===== src/verilog/station_pkg.sv =====
package station_pkg;

  // SRAM geometry
  localparam int ADDR_WIDTH = 20;
  localparam int DATA_WIDTH = 16;

  // ADC sample and DUT pin widths
  localparam int ADC_WIDTH = 8;
  localparam int PIN_WIDTH = 24;

  // capture burst, two samples per word
  localparam int ADC_WORDS = 8;
  localparam logic [ADDR_WIDTH-1:0] ADC_BASE = 20'h0_0000;

  // vector tester run
  localparam logic [ADDR_WIDTH-1:0] TESTER_BASE = 20'h0_1000;
  localparam int VECTOR_COUNT = 16;
  localparam int SETTLE_CYCLES = 4;

  // counter widths derived from the counts above
  localparam int ADC_IDX_WIDTH = $clog2(ADC_WORDS);
  localparam int VEC_IDX_WIDTH = $clog2(VECTOR_COUNT);
  localparam int SETTLE_WIDTH = $clog2(SETTLE_CYCLES);

  // terminal counter values
  localparam logic [ADC_IDX_WIDTH-1:0] ADC_LAST = ADC_IDX_WIDTH'(ADC_WORDS - 1);
  localparam logic [VEC_IDX_WIDTH-1:0] VEC_LAST = VEC_IDX_WIDTH'(VECTOR_COUNT - 1);
  localparam logic [SETTLE_WIDTH-1:0] SETTLE_LOAD = SETTLE_WIDTH'(SETTLE_CYCLES - 1);

  // one SRAM word, either raw or as a sample pair
  // sample[1] is the later sample, sample[0] the earlier one
  typedef union packed {
    logic [DATA_WIDTH-1:0] raw;
    logic [1:0][ADC_WIDTH-1:0] sample;
  } sram_word_u;

endpackage


===== src/verilog/sram_write_if.sv =====
`timescale 1ns/100ps

interface sram_write_if;

  logic [station_pkg::ADDR_WIDTH-1:0] address;
  logic write;
  station_pkg::sram_word_u writedata;
  logic waitrequest;

  // write taken on a rising edge with write high and waitrequest low
  modport master (
    output address,
    output write,
    output writedata,
    input  waitrequest
  );

  modport arbiter (
    input  address,
    input  write,
    input  writedata,
    output waitrequest
  );

endinterface


===== src/verilog/vector_tester.sv =====
`timescale 1ns/100ps

module vector_tester (
  input  logic clock,
  input  logic rst_n,
  input  logic enable,
  output logic [station_pkg::PIN_WIDTH-1:0] dut_a,
  input  logic [station_pkg::PIN_WIDTH-1:0] dut_q,
  output logic done,
  sram_write_if.master mem
);

  logic busy;
  logic accept;
  logic sample_now;
  logic [station_pkg::SETTLE_WIDTH-1:0] settle_cnt;
  logic [station_pkg::VEC_IDX_WIDTH-1:0] vec_idx;
  logic [station_pkg::VEC_IDX_WIDTH-1:0] next_idx;

  assign accept = mem.write && !mem.waitrequest;
  assign next_idx = vec_idx + 1'b1;

  // settle phase is busy with no write pending
  assign sample_now = busy && !mem.write && (settle_cnt == '0);

  // drive -> settle -> write, per vector
  always_ff @(posedge clock or negedge rst_n) begin
    if (!rst_n) begin
      busy <= 1'b0;
      mem.write <= 1'b0;
      settle_cnt <= '0;
      vec_idx <= '0;
      dut_a <= '0;
      done <= 1'b0;
    end else begin
      done <= 1'b0;
      if (!busy) begin
        if (enable) begin
          busy <= 1'b1;
          vec_idx <= '0;
          dut_a <= {{(station_pkg::PIN_WIDTH - 1){1'b0}}, 1'b1};
          settle_cnt <= station_pkg::SETTLE_LOAD;
        end
      end else if (mem.write) begin
        // stall here while the arbiter holds us off
        if (accept) begin
          mem.write <= 1'b0;
          if (vec_idx == station_pkg::VEC_LAST) begin
            busy <= 1'b0;
            dut_a <= '0;
            done <= 1'b1;
          end else begin
            vec_idx <= next_idx;
            dut_a <= {{(station_pkg::PIN_WIDTH - 1){1'b0}}, 1'b1} << next_idx;
            settle_cnt <= station_pkg::SETTLE_LOAD;
          end
        end
      end else if (sample_now) begin
        mem.write <= 1'b1;
      end else begin
        settle_cnt <= settle_cnt - 1'b1;
      end
    end
  end

  // response captured once the pins have settled
  always_ff @(posedge clock) begin
    if (sample_now) begin
      mem.writedata.raw <= dut_q[station_pkg::DATA_WIDTH-1:0];
      mem.address <= station_pkg::TESTER_BASE +
                     {{(station_pkg::ADDR_WIDTH - $bits(vec_idx)){1'b0}}, vec_idx};
    end
  end

endmodule

===== src/flat_wrapper.sv =====
// flat-port wrapper written by rule: the top's interface ports become plain ports
module vector_tester_flat 
  (clock, rst_n, enable, dut_a, dut_q, done, mem_address, mem_write, mem_writedata, mem_waitrequest);
  sram_write_if mem_i ();
  input  logic clock;
  input  logic rst_n;
  input  logic enable;
  output logic [station_pkg::PIN_WIDTH-1:0] dut_a;
  input  logic [station_pkg::PIN_WIDTH-1:0] dut_q;
  output logic done;
  output wire logic [$bits(mem_i.address)-1:0] mem_address;
  output wire logic [$bits(mem_i.write)-1:0] mem_write;
  output wire logic [$bits(mem_i.writedata)-1:0] mem_writedata;
  input wire logic [$bits(mem_i.waitrequest)-1:0] mem_waitrequest;
  assign mem_address = mem_i.address;
  assign mem_write = mem_i.write;
  assign mem_writedata = mem_i.writedata;
  assign mem_i.waitrequest = mem_waitrequest;
  vector_tester u_core (.clock(clock), .rst_n(rst_n), .enable(enable), .dut_a(dut_a), .dut_q(dut_q), .done(done), .mem(mem_i));
endmodule

===== config.mk =====
export PLATFORM = sky130hd
export DESIGN_NAME = vector_tester_flat
export DESIGN_NICKNAME = d
export VERILOG_FILES = /design/src/verilog/station_pkg.sv /design/src/verilog/sram_write_if.sv /design/src/verilog/vector_tester.sv /design/src/flat_wrapper.sv
export SDC_FILE = /design/constraint.sdc
export NUM_CORES = 1
export LEC_CHECK = 0
export BUFFER_PORTS_ARGS = -buffer_cell sky130_fd_sc_hd__buf_2
export CORE_MARGIN = 2
export CORE_UTILIZATION = 40
export CTS_CLUSTER_SIZE = 16
export DETAILED_ROUTE_END_ITERATION = 8
export GPL_TIMING_DRIVEN = 0
export PLACE_DENSITY = 0.72
export SLEW_MARGIN = 5
export SYNTH_ARGS = -nofsm -noshare
export SYNTH_HDL_FRONTEND = slang
export SYNTH_SLANG_ARGS = --single-unit

===== constraint.sdc =====
create_clock -name clock -period 2.6 [get_ports clock]
set_clock_uncertainty 0.2 [all_clocks]
set_input_delay 0.65 -clock clock [delete_from_list [all_inputs] [get_ports clock]]
set_output_delay 0.65 -clock clock [all_outputs]
set_load 0.01 [all_outputs]

==> After elaboration in Yosys (flattened, before gate mapping) <==
Index checks and enable logic that the tools add are counted.
{ "totals": {"register_bits": 69, "inputBits": 28, "out_inout_bits": 62, "elab_cells": 57} }
{ "op_classes": {"addsub": 3, "eq_ne": 7, "shift": 1, "n_mux": 28, "reduce_logical": 10} }
{ "op_table": {"columns": ["cell", "n"], "rows": [
  ["$mux W24", 5],
  ["$shl A1 B4 Y24 const A", 1],
  ["$mux W4", 5],
  ["$add A13 B4 Y14 const A", 1],
  ["$mux W1", 12],
  ["$mux W2", 6],
  ["$reduce_and A4 Y1", 2],
  ["$ne A3 B3 Y1 const B", 2],
  ["$add A4 B1 Y4 const B", 1],
  ["$eq A4 B4 Y1 const B", 1],
  ["$ne A2 B2 Y1 const B", 2],
  ["$logic_and A1 B1 Y1", 3],
  ["$ne A3 B2 Y1 const B", 1],
  ["$reduce_and A3 Y1", 1],
  ["$logic_not A1 Y1", 2],
  ["$logic_not A2 Y1", 1],
  ["$ne A2 B1 Y1 const B", 1],
  ["$reduce_bool A2 Y1", 1],
  ["$sub A2 B1 Y2 const B", 1]
]} }

==> Logic depth before layout (Yosys ltp) <==
{ "logic_depth": {"depth_word": 6, "ltp_mapped": 6, "depth_no_buf": 5} }

==> Least setup slack after synthesis <==
OpenSTA, ideal clock, no wires.
{ "synth_path": {"kind": "reg-to-reg", "startpoint": "reg u_core.busy", "endpoint": "reg u_core.mem.address[0] (enable)", "arrival_ns": 1.501, "required_ns": 2.003, "path_slack_ns": 0.502, "stages_incl_launch_ff": 4, "period_less_slack_ns": 2.098, "path_cell_list": "dfrtp_1 -> buf_2 -> nand2_1 -> nor2_1"} }
{ "synth_via": {"elab_chain_cells": 2} }
{ "synth_rtl": {"columns": ["item", "line_no", "source"], "rows": [
  ["start: declaration", "vector_tester.sv:13", "logic busy;"],
  ["start signal: assignment", "vector_tester.sv:29", "busy <= 1'b0;"],
  ["start signal: assignment", "vector_tester.sv:39", "busy <= 1'b1;"],
  ["start signal: assignment", "vector_tester.sv:49", "busy <= 1'b0;"],
  ["$logic_and A1 B1 Y1 (2 in a row)", "vector_tester.sv:24", "assign sample_now = busy && !mem.write && (settle_cnt == '0);"],
  ["named net u_core.sample_now", "vector_tester.sv:15", "logic sample_now;"],
  ["end signal: assignment", "vector_tester.sv:70", "mem.address <= station_pkg::TESTER_BASE +"],
  ["end: declaration", "sram_write_if.sv:12", "output address,"]
]} }
The timed path passes the listed nets, and every way through them passes these cells.
A chain may end at the register's enable or synchronous reset.

==> Final worst setup path <==
{ "layout_path": {"startpoint": "reg u_core.busy", "endpoint": "reg u_core.mem.writedata[0] (enable)"} }
{ "layout_via": {"elab_chain_cells": 2} }
{ "layout_rtl": {"columns": ["item", "line_no", "source"], "rows": [
  ["$logic_and A1 B1 Y1 (2 in a row)", "vector_tester.sv:24", null],
  ["named net u_core.sample_now", "vector_tester.sv:15", null],
  ["end: declaration", "sram_write_if.sv:14", "output writedata,"]
]} }
The timed path passes the listed nets, and every way through them passes these cells.

==> reports/results.ini <==
[logic_synthesis]
synth_top_cells_by_area = sky130_fd_sc_hd__dfrtp_1, sky130_fd_sc_hd__edfxtp_1, sky130_fd_sc_hd__buf_4, sky130_fd_sc_hd__nand2_1, sky130_fd_sc_hd__ha_1
synthArstFlopShare = 0.556
synthCells = 177
ffs_latches_synth = 45
yosys_most_used_dff = sky130_fd_sc_hd__dfrtp_1
syn_area_um2 = 2030
synth.avg_cell_area_um2 = 11.5
synth_sequential_area_ratio = 0.603
yosys_warnings = 0
synth_largest_area_cell = sky130_fd_sc_hd__dfrtp_1
netlist-cell-type-count = 33
synth_edf_count = 20
synthDominantCellAreaShare = 0.308

[layout]
layout_commonest_cell = sky130_fd_sc_hd__buf_2
finalInstanceArea_um2 = 2600
final_cell_mix = sky130_fd_sc_hd__buf_2, sky130_fd_sc_hd__buf_4, sky130_fd_sc_hd__dfrtp_1
drive_above_1_share = 0.371
finalNetCount = 297
num-fill-cells = 436
n_antenna_cell = 0
area_delta_synth_final_pct = 27.8

[timing]
finalSetupViolations = 0
fin_ws_ns = 0.556
worstMarginPinSlew_ns = 0.896
setup_total_negative_slack_ns = 0
final-hold-violation-count = 0
drv_slew = 0
finalCritPeriodShare = 0.786
finalCriticalPeriod_ns = 2.04
fmax_mhz = 489
rsz_0062_raised_after_global_routing = no
worst_slew_margin_rel = 0.402

[pwr]
vdd.ir_drop.worst_mv = 0.348
power_density_nw_per_um2 = 968
p_leak_nw = 1.28

[floorplanning]
die_x_um = 75.3
core_area_um2 = 4820
ioPinCount = 90
starting_density = 0.422
rows = 25
fp.dieArea_um2 = 5670
chipHeight_um = 75.3

[setup_path]
r2r_start = u_core.busy
setup.worst_path.class = reg2reg
setup.reg_to_reg.worst_slack_ns = 0.56
critical_path_buf_inv_count = 1
end_kind = flop
timing.critical_path.from_type = flop
cp_max_fo = 20
worstPathCellList = buf_2 -> nand2_1 -> nor2_2
arrival_ns = 1.76
rr_worst_depth = 3
cp_slowest_stage_delay_ns = 0.69
critical_path.reg2reg.endpoint = u_core.mem.writedata[0]
path_delay_family = simple AND/OR/NAND/NOR gates
worst_path_max_delay_cell = sky130_fd_sc_hd__nor2_2
worst_endpoint_required_time_ns = 2.31

[detailed_routing]
drtIter0Drc = 47
avgRoutedWirePerCell_um = 11.2
postRouteWirelength_mm = 3.70
num_vias = 1452
route.detailed.drc = 0
dr_vias_cell = 4.39
dr.pass1.iters = 6
drtAntennaViolNets = 0

[clocking]
clkSinkCount = 45
ctsHoldBuffers = 0
numCtsBuffers = 5
cts_root_buf = sky130_fd_sc_hd__clkbuf_8
clkSlewWorstSetupHoldPaths_ns = 0.08
insertion_delay_ns = 0.29
ctsLongestPathBuffers = 2
cts.repair.resized = 0
post_cts_setup_repair_buffer_count = 0
ctsHtreeMaxLevel = 2
cts_tree = yes

[grt]
global_route_wire_length_before_repair_mm = 5.80
grt_util_all_layers = 0.132
largest_net_degree_at_the_start_of_global_routing = 26
grt_antenna_before_repair = 0
global_route.overflow_total = 0
first_global_vias = 1377

[placed_design]
placed_cell_area_um2 = 2490
placement.setup.worst_slack_ns = 0.545
portBuffers = 57
gp_congestion = 0.787
dp.final_hpwl_mm = 2.88

[run]
timing.max_cap.violations = 0

[worst_hold_path]
holdCritPathClass = in2async

[outcome]
outcome = complete, no violations

## logic make-up (layout without fill, tap and decap cells)
group / after synthesis / after routing / synth area share
simple gates: 53 / 53 / 0.133
flops: 45 / 45 / 0.603
buf+inv: 34 / 99 / 0.114
compound gates: 32 / 32 / 0.0874
fa+ha+maj: 6 / 6 / 0.0369
xor+xnor: 5 / 5 / 0.0215
other cells: 2 / 24 / 0.00369
## routing by layer
metal | track usage | wire length, um
met1 | 0.154 | 1570
met2 | 0.237 | 1760
met3 | 0.0397 | 351
met4 | 0.0370 | 14
met5 | 0 | 0
## layout make-up
type | count | area [um^2] | area share
multi-input combinational | 120 | 659 | 0.254
clock buffer | 5 | 68.8 | 0.0265
timing repair buffer | 57 | 285 | 0.110
sequential | 45 | 1230 | 0.472
tap | 67 | 83.8 | 0.0323
inverter | 5 | 18.8 | 0.00723
clock inverter | 3 | 41.3 | 0.0159
buffer | 29 | 214 | 0.0824
## per-stage QoR
step	std cells	total power, mW	utilization	hold slack [ns]
2_1_floorplan	199	1.72	-	0.154
3_3_place_gp	323	2.00	0.516	0.260
3_5_place_dp	323	2.03	0.516	0.263
4_1_cts	331	2.54	0.539	0.158
5_1_grt	331	2.72	0.539	0.187
6_report	331	2.51	0.539	0.144
## power by group
part	switching, mW	leakage (nW)	internal [mW]
Combinational	0.544	0.718	0.365
Sequential	0.128	0.505	0.972
Clock	0.221	0.0518	0.283
## state kept, by name, indices dropped and copies added (netlist names)
| name | count |
|---|---|
| u_core.done | 1 |
| u_core.mem.address | 4 |
| u_core.dut_a | 16 |
| u_core.mem.write | 1 |
| u_core.vec_idx | 4 |
| u_core.mem.writedata | 16 |
| u_core.settle_cnt | 2 |
| u_core.busy | 1 |
## synthesized netlist by cell type, types with 2 or more instances
master and number:
sky130_fd_sc_hd__buf_4 25, sky130_fd_sc_hd__nand4_1 3, sky130_fd_sc_hd__nand2_1 21, sky130_fd_sc_hd__xnor2_1 2, sky130_fd_sc_hd__o21ai_1 2, sky130_fd_sc_hd__a21oi_1 6, sky130_fd_sc_hd__and3b_1 2, sky130_fd_sc_hd__conb_1 2
sky130_fd_sc_hd__nand3_1 4, sky130_fd_sc_hd__nand2b_1 3, sky130_fd_sc_hd__nor3_1 4, sky130_fd_sc_hd__dfrtp_1 25, sky130_fd_sc_hd__ha_1 6, sky130_fd_sc_hd__inv_1 5, sky130_fd_sc_hd__buf_2 3, sky130_fd_sc_hd__edfxtp_1 20
sky130_fd_sc_hd__o211ai_1 2, sky130_fd_sc_hd__o21ai_0 15, sky130_fd_sc_hd__nor3b_1 2, sky130_fd_sc_hd__xor2_1 3, sky130_fd_sc_hd__a31oi_1 4, sky130_fd_sc_hd__nor2_1 6, sky130_fd_sc_hd__and3_1 2
## worst max path at each step
stage | start | end | slack (ns) | cells after the start
2_1_floorplan | u_core.busy | u_core.mem.address[0] | 0.50 | 3
3_3_place_gp | u_core.busy | u_core.mem.writedata[6] | 0.15 | 3
3_5_place_dp | u_core.busy | u_core.mem.writedata[6] | 0.54 | 3
4_1_cts | u_core.busy | u_core.mem.writedata[14] | 0.53 | 3
5_1_grt | u_core.busy | u_core.mem.address[3] | 0.40 | 3
6_report | u_core.busy | u_core.mem.writedata[0] | 0.56 | 3
Note: power is estimated with default switching activity, not from simulation.
